**src/i2c_pkg.sv**
```systemverilog
package i2c_pkg;

    // APB register offsets.
    localparam logic [7:0] reg_prescale = 8'h00;
    localparam logic [7:0] reg_cmd      = 8'h04;
    localparam logic [7:0] reg_status   = 8'h08;
    localparam logic [7:0] reg_txdata   = 8'h0C;
    localparam logic [7:0] reg_rxdata   = 8'h10;
    localparam logic [7:0] reg_addr     = 8'h14;

    typedef struct packed {
        logic       psel;
        logic       penable;
        logic       pwrite;
        logic [7:0] paddr;
        logic [7:0] pwdata;
    } apb_req_t;

    typedef struct packed {
        logic       go;     // Self-clearing start.
        logic       rw;     // 1 = read.
        logic       flush;  // Empties both FIFOs.
        logic [3:0] count;
        logic       rsvd;
    } i2c_cmd_t;

    typedef struct packed {
        logic       busy;
        logic       nack;
        logic       tx_full;
        logic       tx_empty;
        logic       rx_full;
        logic       rx_empty;
        logic [1:0] rsvd;
    } i2c_status_t;

    // Same byte seen as raw data or as the address byte.
    typedef union packed {
        logic [7:0] data;
        struct packed {
            logic [6:0] addr;
            logic       rw;
        } addr_rw;
    } i2c_byte_u;

    // Quarters of one SCL bit.
    typedef enum logic [1:0] {
        ph_low0  = 2'd0,
        ph_low1  = 2'd1,
        ph_high0 = 2'd2,
        ph_high1 = 2'd3
    } bit_phase_t;

endpackage

```
**src/i2c_fifo.sv**
```systemverilog
`timescale 1ns/1ns

module i2c_fifo #(
    parameter int fifo_aw = 3
) (
    input  logic       pclk,
    input  logic       rst_n,
    input  logic       flush,
    input  logic       push,
    input  logic [7:0] wdata,
    input  logic       pop,
    output logic [7:0] rdata,
    output logic       full,
    output logic       empty
);
    logic [7:0]       mem [2**fifo_aw];
    logic [fifo_aw:0] wr_ptr;
    logic [fifo_aw:0] rd_ptr;
    logic             do_push;
    logic             do_pop;

    assign do_push = push && !full;
    assign do_pop  = pop && !empty;

    // Extra pointer bit tells full from empty.
    assign empty = (wr_ptr == rd_ptr);
    assign full  = (wr_ptr[fifo_aw] != rd_ptr[fifo_aw]) &&
                   (wr_ptr[fifo_aw-1:0] == rd_ptr[fifo_aw-1:0]);
    assign rdata = mem[rd_ptr[fifo_aw-1:0]];  // Head shown first-word-through.

    always_ff @(posedge pclk) begin
        if (!rst_n || flush) begin
            wr_ptr <= '0;
            rd_ptr <= '0;
        end else begin
            if (do_push) wr_ptr <= wr_ptr + 1'b1;
            if (do_pop) rd_ptr <= rd_ptr + 1'b1;
        end
    end

    always_ff @(posedge pclk) begin
        if (do_push) mem[wr_ptr[fifo_aw-1:0]] <= wdata;
    end

endmodule

```
**src/i2c_scl_tick.sv**
```systemverilog
`timescale 1ns/1ns

module i2c_scl_tick (
    input  logic       pclk,
    input  logic       rst_n,
    input  logic       run,
    input  logic [7:0] prescale,
    output logic       tick
);
    logic [7:0] cnt;

    // One tick per quarter bit.
    assign tick = run && (cnt == 8'd0);

    always_ff @(posedge pclk) begin
        if (!rst_n) begin
            cnt <= 8'd0;
        end else if (!run || cnt == 8'd0) begin
            cnt <= prescale;  // Idle holds at reload, fixed start phase.
        end else begin
            cnt <= cnt - 8'd1;
        end
    end

endmodule

```
**src/i2c_apb_regs.sv**
```systemverilog
`timescale 1ns/1ns

module i2c_apb_regs (
    input  logic              pclk,
    input  logic              rst_n,
    input  logic              psel,
    input  logic              penable,
    input  logic              pwrite,
    input  logic [7:0]        paddr,
    input  logic [7:0]        pwdata,
    input  logic              busy,
    input  logic              nack,
    input  logic              tx_full,
    input  logic              tx_empty,
    input  logic              rx_full,
    input  logic              rx_empty,
    input  logic [7:0]        rx_rdata,
    output logic [7:0]        prdata,
    output logic              pready,
    output logic [7:0]        prescale,
    output logic [6:0]        slave_addr,
    output i2c_pkg::i2c_cmd_t cmd,
    output logic              tx_push,
    output logic [7:0]        tx_wdata,
    output logic              rx_pop
);
    import i2c_pkg::*;

    apb_req_t    req;
    i2c_cmd_t    wcmd;
    i2c_status_t status;
    logic        wr;
    logic        rd;
    logic        cmd_wr;
    logic        rw_q;
    logic [3:0]  count_q;

    assign req = '{psel: psel, penable: penable, pwrite: pwrite,
                   paddr: paddr, pwdata: pwdata};

    assign wr     = req.psel && req.penable && req.pwrite;   // Access phase only.
    assign rd     = req.psel && req.penable && !req.pwrite;
    assign cmd_wr = wr && (req.paddr == reg_cmd);
    assign wcmd   = i2c_cmd_t'(req.pwdata);

    assign pready = 1'b1;  // No wait states.

    assign tx_push  = wr && (req.paddr == reg_txdata);
    assign tx_wdata = req.pwdata;
    assign rx_pop   = rd && (req.paddr == reg_rxdata) && !rx_empty;

    // Go and flush are pulses in the access cycle, so busy follows one cycle later.
    always_comb begin
        cmd.go    = cmd_wr && wcmd.go && !busy;
        cmd.flush = cmd_wr && wcmd.flush;
        cmd.rw    = (cmd_wr && !busy) ? wcmd.rw : rw_q;
        cmd.count = (cmd_wr && !busy) ? wcmd.count : count_q;
        cmd.rsvd  = 1'b0;
    end

    assign status = '{busy: busy, nack: nack, tx_full: tx_full, tx_empty: tx_empty,
                      rx_full: rx_full, rx_empty: rx_empty, rsvd: 2'b00};

    always_comb begin
        prdata = 8'h00;
        if (rd) begin
            case (req.paddr)
                reg_prescale: prdata = prescale;
                reg_cmd:      prdata = i2c_cmd_t'{go: 1'b0, rw: rw_q, flush: 1'b0,
                                                  count: count_q, rsvd: 1'b0};
                reg_status:   prdata = status;
                reg_rxdata:   prdata = rx_rdata;  // Value being popped.
                reg_addr:     prdata = {1'b0, slave_addr};
                default:      prdata = 8'h00;
            endcase
        end
    end

    always_ff @(posedge pclk) begin
        if (!rst_n) begin
            prescale   <= 8'h00;
            slave_addr <= 7'h00;
            rw_q       <= 1'b0;
            count_q    <= 4'h0;
        end else if (wr) begin
            case (req.paddr)
                reg_prescale: prescale <= req.pwdata;
                reg_addr:     slave_addr <= req.pwdata[6:0];
                reg_cmd: begin
                    if (!busy) begin
                        rw_q    <= wcmd.rw;
                        count_q <= wcmd.count;
                    end
                end
                default: ;
            endcase
        end
    end

endmodule

```
**src/i2c_master_ctrl.sv**
```systemverilog
`timescale 1ns/1ns

module i2c_master_ctrl (
    input  logic              pclk,
    input  logic              rst_n,
    input  logic              tick,
    input  i2c_pkg::i2c_cmd_t cmd,
    input  logic [6:0]        slave_addr,
    input  logic [7:0]        tx_rdata,
    input  logic              tx_empty,
    input  logic              rx_full,
    input  logic              sda_in,
    output logic              tx_pop,
    output logic              rx_push,
    output logic [7:0]        rx_wdata,
    output logic              busy,
    output logic              nack,
    output logic              scl_out,
    output logic              sda_out
);
    import i2c_pkg::*;

    typedef enum logic [2:0] {
        st_idle, st_start, st_addr, st_ack, st_write, st_read, st_mack, st_stop
    } state_t;

    state_t     state;
    bit_phase_t phase;
    i2c_byte_u  sh;
    logic [2:0] bit_cnt;
    logic [3:0] bytes_left;
    logic       rw_q;
    logic       byte_start;
    logic       stall;
    logic       step;
    logic       bit_end;

    assign byte_start = (phase == ph_low0) && (bit_cnt == 3'd7);
    // Wait with SCL low until the FIFO can take part.
    assign stall   = byte_start && ((state == st_write && tx_empty) ||
                                    (state == st_read && rx_full));
    assign step    = tick && !stall;
    assign bit_end = step && (phase == ph_high1);

    assign tx_pop   = step && (state == st_write) && byte_start;
    assign rx_push  = bit_end && (state == st_read) && (bit_cnt == 3'd0);
    assign rx_wdata = {sh.data[6:0], sda_in};

    assign busy    = (state != st_idle);
    assign scl_out = (state == st_idle) || (state == st_start) ||
                     (phase == ph_high0) || (phase == ph_high1);

    // Shift word, address view at go, data view afterwards.
    always_ff @(posedge pclk) begin
        if (state == st_idle && cmd.go) begin
            sh.addr_rw.addr <= slave_addr;
            sh.addr_rw.rw   <= cmd.rw;
        end else if (tx_pop) begin
            sh.data <= tx_rdata;
        end else if (bit_end && (state == st_addr || state == st_write)) begin
            sh.data <= {sh.data[6:0], 1'b0};  // MSB first.
        end else if (bit_end && state == st_read) begin
            sh.data <= rx_wdata;
        end
    end

    always_ff @(posedge pclk) begin
        if (!rst_n) begin
            state      <= st_idle;
            phase      <= ph_low0;
            bit_cnt    <= 3'd7;
            bytes_left <= 4'd0;
            rw_q       <= 1'b0;
            nack       <= 1'b0;
            sda_out    <= 1'b1;
        end else if (state == st_idle) begin
            phase   <= ph_low0;
            sda_out <= 1'b1;
            if (cmd.go) begin
                state      <= st_start;
                nack       <= 1'b0;
                rw_q       <= cmd.rw;
                bytes_left <= cmd.count;
                bit_cnt    <= 3'd7;
            end
        end else if (step) begin
            phase <= bit_phase_t'(phase + 2'd1);
            case (state)
                st_start: begin
                    if (phase == ph_low1) sda_out <= 1'b0;  // SDA falls, SCL high.
                    if (phase == ph_high1) state <= st_addr;
                end
                st_addr, st_write: begin
                    if (phase == ph_low0) sda_out <= tx_pop ? tx_rdata[7] : sh.data[7];
                    if (phase == ph_high1) begin
                        bit_cnt <= bit_cnt - 3'd1;  // Wraps to 7 for the next byte.
                        if (bit_cnt == 3'd0) begin
                            state <= st_ack;
                            if (state == st_write) bytes_left <= bytes_left - 4'd1;
                        end
                    end
                end
                st_ack: begin
                    if (phase == ph_low0) sda_out <= 1'b1;
                    if (phase == ph_high1) begin
                        if (sda_in) begin
                            nack  <= 1'b1;
                            state <= st_stop;
                        end else if (bytes_left == 4'd0) begin
                            state <= st_stop;
                        end else begin
                            state <= rw_q ? st_read : st_write;
                        end
                    end
                end
                st_read: begin
                    if (phase == ph_low0) sda_out <= 1'b1;
                    if (phase == ph_high1) begin
                        bit_cnt <= bit_cnt - 3'd1;
                        if (bit_cnt == 3'd0) begin
                            state      <= st_mack;
                            bytes_left <= bytes_left - 4'd1;
                        end
                    end
                end
                st_mack: begin
                    // NACK the last byte.
                    if (phase == ph_low0) sda_out <= (bytes_left == 4'd0);
                    if (phase == ph_high1) state <= (bytes_left == 4'd0) ? st_stop : st_read;
                end
                st_stop: begin
                    if (phase == ph_low0) sda_out <= 1'b0;
                    if (phase == ph_high0) sda_out <= 1'b1;  // SDA rises, SCL high.
                    if (phase == ph_high1) state <= st_idle;
                end
                default: state <= st_idle;
            endcase
        end
    end

endmodule

```
**src/i2c_master_top.sv**
```systemverilog
`timescale 1ns/1ns

module i2c_master_top #(
    parameter int fifo_aw = 3
) (
    input  logic       pclk,
    input  logic       rst_n,
    input  logic       psel,
    input  logic       penable,
    input  logic       pwrite,
    input  logic [7:0] paddr,
    input  logic [7:0] pwdata,
    input  logic       sda_in,
    output logic [7:0] prdata,
    output logic       pready,
    output logic       scl_out,
    output logic       sda_out
);
    import i2c_pkg::*;

    i2c_cmd_t   cmd;
    logic [7:0] prescale;
    logic [6:0] slave_addr;
    logic       tick;
    logic       busy;
    logic       nack;

    logic       tx_push;
    logic       tx_pop;
    logic [7:0] tx_wdata;
    logic [7:0] tx_rdata;
    logic       tx_full;
    logic       tx_empty;

    logic       rx_push;
    logic       rx_pop;
    logic [7:0] rx_wdata;
    logic [7:0] rx_rdata;
    logic       rx_full;
    logic       rx_empty;

    i2c_apb_regs regs (
        .pclk       (pclk),
        .rst_n      (rst_n),
        .psel       (psel),
        .penable    (penable),
        .pwrite     (pwrite),
        .paddr      (paddr),
        .pwdata     (pwdata),
        .busy       (busy),
        .nack       (nack),
        .tx_full    (tx_full),
        .tx_empty   (tx_empty),
        .rx_full    (rx_full),
        .rx_empty   (rx_empty),
        .rx_rdata   (rx_rdata),
        .prdata     (prdata),
        .pready     (pready),
        .prescale   (prescale),
        .slave_addr (slave_addr),
        .cmd        (cmd),
        .tx_push    (tx_push),
        .tx_wdata   (tx_wdata),
        .rx_pop     (rx_pop)
    );

    // CPU to bus bytes.
    i2c_fifo #(.fifo_aw(fifo_aw)) tx_fifo (
        .pclk  (pclk),
        .rst_n (rst_n),
        .flush (cmd.flush),
        .push  (tx_push),
        .wdata (tx_wdata),
        .pop   (tx_pop),
        .rdata (tx_rdata),
        .full  (tx_full),
        .empty (tx_empty)
    );

    // Bus to CPU bytes.
    i2c_fifo #(.fifo_aw(fifo_aw)) rx_fifo (
        .pclk  (pclk),
        .rst_n (rst_n),
        .flush (cmd.flush),
        .push  (rx_push),
        .wdata (rx_wdata),
        .pop   (rx_pop),
        .rdata (rx_rdata),
        .full  (rx_full),
        .empty (rx_empty)
    );

    i2c_scl_tick tick_gen (
        .pclk     (pclk),
        .rst_n    (rst_n),
        .run      (busy),
        .prescale (prescale),
        .tick     (tick)
    );

    i2c_master_ctrl ctrl (
        .pclk       (pclk),
        .rst_n      (rst_n),
        .tick       (tick),
        .cmd        (cmd),
        .slave_addr (slave_addr),
        .tx_rdata   (tx_rdata),
        .tx_empty   (tx_empty),
        .rx_full    (rx_full),
        .sda_in     (sda_in),
        .tx_pop     (tx_pop),
        .rx_push    (rx_push),
        .rx_wdata   (rx_wdata),
        .busy       (busy),
        .nack       (nack),
        .scl_out    (scl_out),
        .sda_out    (sda_out)
    );

endmodule

```
**config.mk**
```make
export PLATFORM = sky130hd
export DESIGN_NAME = i2c_master_top
export DESIGN_NICKNAME = d
export VERILOG_FILES = /design/src/i2c_pkg.sv /design/src/i2c_fifo.sv /design/src/i2c_scl_tick.sv /design/src/i2c_apb_regs.sv /design/src/i2c_master_ctrl.sv /design/src/i2c_master_top.sv
export SDC_FILE = /design/constraint.sdc
export NUM_CORES = 1
export LEC_CHECK = 0
export ABC_AREA = 1
export BUFFER_PORTS_ARGS = -buffer_cell sky130_fd_sc_hd__buf_2
export CAP_MARGIN = 20
export CELL_PAD_IN_SITES_DETAIL_PLACEMENT = 0
export CELL_PAD_IN_SITES_GLOBAL_PLACEMENT = 2
export CORE_UTILIZATION = 41
export DETAILED_ROUTE_END_ITERATION = 10
export PLACE_DENSITY = 0.8
export SYNTH_ARGS = -nofsm -noshare
export SYNTH_HDL_FRONTEND = slang
export SYNTH_SLANG_ARGS = --single-unit
export TNS_END_PERCENT = 20
```
**constraint.sdc**
```tcl
create_clock -name pclk -period 3.4 [get_ports pclk]
set_input_delay 0.68 -clock pclk [delete_from_list [all_inputs] [get_ports pclk]]
set_output_delay 0.68 -clock pclk [all_outputs]
set_load 0.1 [all_outputs]
```
==> flow_summary.json <==
{
  "place_hpwl_um": 16280,
  "grt_pass1_wl_um": 36060,
  "root_buffer": "clkbuf_16",
  "maxSlewViolCount": 0,
  "fin_setup_tns_ns": 0,
  "holdWs_ns": 0.4293,
  "yosysSeqAreaShare_pct": 59.95,
  "ant_nets": 0,
  "num_antenna_cells": 0,
  "drive_gt1_share_pct": 14.52,
  "io_pins": 33,
  "antenna_found_initial": 0,
  "syn-num-nets": 929,
  "synth_cell_types": 50,
  "p_per_area_nw_per_um2": 517.8,
  "regToRegStartpoint": "tx_fifo.wr_ptr[2]$_SDFFE_PP0P_",
  "worstPathMaxFanout": 25,
  "layout_commonest_cell": "edfxtp_1",
  "setup_viol": 0,
  "port-buffer-count": 31,
  "hold_path.class": "reg -> reg",
  "routed_wl_um": 23070,
  "die_x_um": 150.0,
  "clock-sinks": 201,
  "num_rows": 53,
  "syn2layout_area_growth_pct": 15.63,
  "seq_area_um2": 5385,
  "crit_path_end_kind": "output pin",
  "timing.final.crit_share_pct": 95.53,
  "clk_pin_slew_ns": 0.06,
  "vias_per_cell": 5.400,
  "gp_congestion": 0.8558,
  "slew_headroom_pct": 35.74,
  "cp.required_ns": 2.72,
  "drt_iter0_markers": 470,
  "finalHoldViolCount": 0,
  "worstMarginPinSlew_ns": 0.9629,
  "place_area_um2": 9599,
  "die_area_um2": 22500,
  "dieHeight_um": 150.0,
  "leakage_nw": 3.787,
  "yosys_warnings": 0,
  "rsz0062_at_grt": "yes",
  "stdcell_area_um2": 10390,
  "reg2reg_to": "ctrl.sh[5]$_DFFE_PP_",
  "multi_input_area_um2": 3119,
  "cts_tree": "yes",
  "cp-start-kind": "flip-flop",
  "grt_max_degree": 33,
  "synthArstFlopShare_pct": 0,
  "endpoint": "prdata[0]",
  "synthesis.area_um2": 8982,
  "start_util_pct": 42.33,
  "htree_num_levels": 1,
  "via_count": 6690,
  "grt.total_usage_pct": 21.12,
  "synth.top_cells.by_area": "edfxtp_1 (45%), dfxtp_1 (14%), o21ai_0 (5.4%)",
  "path_class": "reg -> out",
  "synth_enable_flop_cells": 136,
  "worst_ep_arrival_time_ns": 2.57,
  "nFillCells": 1951,
  "peakVddDrop_mv": 0.3022,
  "drtPass1Iterations": 6,
  "drc": 0,
  "finClkSkew_ns": 0.01190,
  "synth_top_area_cell": "edfxtp_1",
  "avgSynthCellArea_um2": 10.06,
  "postCtsHoldBufs": 0,
  "drv_cap": 0,
  "clock_path_buffers": 3,
  "timing.fmax_mhz": 307.9,
  "final_cell_mix": "edfxtp_1 (136), nand2_1 (119), nor2_1 (108)",
  "layout.nets": 984,
  "numCtsBuffers": 22,
  "final_core_util_pct": 48.94,
  "core_area_um2": 21220,
  "worst-r2r-cell-count": 11,
  "grt-ovfl-total": 0,
  "rrSetupSlack_ns": 0.85,
  "synth_top_cell_area_share_pct": 45.47,
  "routedWlPerCell_um": 18.62,
  "synth-main-ff-cell": "edfxtp_1",
  "insertion_delay_ns": 0.49,
  "finalCriticalPeriod_ns": 3.248,
  "synthCells": 893,
  "ys_ff_latch": 201,
  "status": "completed",
  "grt_pass1_vias": 6291
}
[cells in the mapped netlist (4+ instances only)]
library cell / n
edfxtp_1: 136
nand2_1: 119
nor2_1: 108
o21ai_0: 97
inv_1: 80
dfxtp_1: 65
a21oi_1: 54
nand3_1: 39
o221ai_1: 29
nor3_1: 22
clkbuf_1: 19
ha_1: 14
a31oi_1: 10
inv_2: 9
o22ai_1: 8
buf_2: 7
nand4_1: 7
o211ai_1: 6
nand2_4: 5
xor2_1: 5
nand3_4: 4
nor2_2: 4
nor2_4: 4
[worst max-delay path, cell delays in order (launching register included)]
cell,delay [ns]
dfxtp_1,0.53
buf_4,0.35
nor2_1,0.08
o221ai_1,0.28
o211ai_1,0.18
a31oi_1,0.25
clkbuf_4,0.39
[per-layer routing]
| layer | wire length, um | GRT usage, % | share of wire, % | vias to the layer above |
|---|---|---|---|---|
| li1 | - | - | - | 3251 |
| met1 | 10860 | 31.23 | 47 | 3199 |
| met2 | 10440 | 32.59 | 45 | 209 |
| met3 | 1410 | 2.866 | 6.1 | 31 |
| met4 | 361 | 5.152 | 1.6 | 0 |
| met5 | 0 | 0 | 0 | - |
[state kept, by name, summed over array words and instances, names as in the netlist, named ones only]
register         count
tick_gen.cnt         8
ctrl.sh              8
ctrl.bit_cnt         3
ctrl.nack            1
regs.prescale        8
ctrl.phase           2
regs.count_q         4
ctrl.bytes_left      4
tx_fifo.wr_ptr       4
ctrl.state           3
regs.rw_q            1
rx_fifo.mem         64
rx_fifo.wr_ptr       4
tx_fifo.rd_ptr       4
rx_fifo.rd_ptr       4
regs.slave_addr      7
tx_fifo.mem         64
ctrl.sda_out         1
ctrl.rw_q            1
[metrics by stage]
step,cells,total power [mW],setup slack (ns)
floorplan,893,2.940,-0.3384
global placement,1195,3.041,0.3509
detailed placement,1195,3.047,0.3135
CTS,1235,5.428,0.006093
global route,1239,5.574,-0.02765
finish,1239,5.378,0.1520
[power breakdown]
group          internal [mW]  total [mW]  switching [mW]
clock network           1.43        2.38           0.952
registers               2.62        2.64          0.0246
logic                  0.102       0.350           0.248
[final cells by class]
cell class                      instances  area share [%]
Clock buffer                           27           5.879
Clock inverter                         13           1.241
Timing Repair Buffer                   62           4.385
Inverter                               90           3.301
Tap cell                              275           3.313
Multi-Input combinational cell        571           30.03
Sequential cell                       201           51.85
[repair_timing]
| action | 4_1_cts | 5_1_grt |
|---|---|---|
| pin swaps | 0 | 0 |
| setup buffers | 0 | 4 |
| endpoints found under the setup margin | 1 | 8 |
| gates resized for setup | 1 | 5 |
[cell families after synthesis]
kind of cell               share of synthesized area, %
and+or+nand+nor                                   17.41
DFF                                               59.95
muxes                                            0.2229
adders and majority gates                         1.950
other                                           0.04175
AOI/OAI and AO/OA                                 14.18
xor gates and xnor gates                         0.7801
buffers and inverters                             5.460
[worst min-delay path by stage]
stage / start / endpoint / slack [ns] / cells past startpoint
floorplan: tick_gen.cnt[0]$_SDFF_PN0_ / tick_gen.cnt[0]$_SDFF_PN0_ / 0.41 / 1
global placement: tick_gen.cnt[0]$_SDFF_PN0_ / tick_gen.cnt[0]$_SDFF_PN0_ / 0.42 / 1
detailed placement: tick_gen.cnt[0]$_SDFF_PN0_ / tick_gen.cnt[0]$_SDFF_PN0_ / 0.43 / 1
CTS: tick_gen.cnt[0]$_SDFF_PN0_ / tick_gen.cnt[0]$_SDFF_PN0_ / 0.44 / 1
global route: tick_gen.cnt[0]$_SDFF_PN0_ / tick_gen.cnt[0]$_SDFF_PN0_ / 0.47 / 1
finish: tick_gen.cnt[0]$_SDFF_PN0_ / tick_gen.cnt[0]$_SDFF_PN0_ / 0.43 / 1
Power figures use the tool's default switching activity.
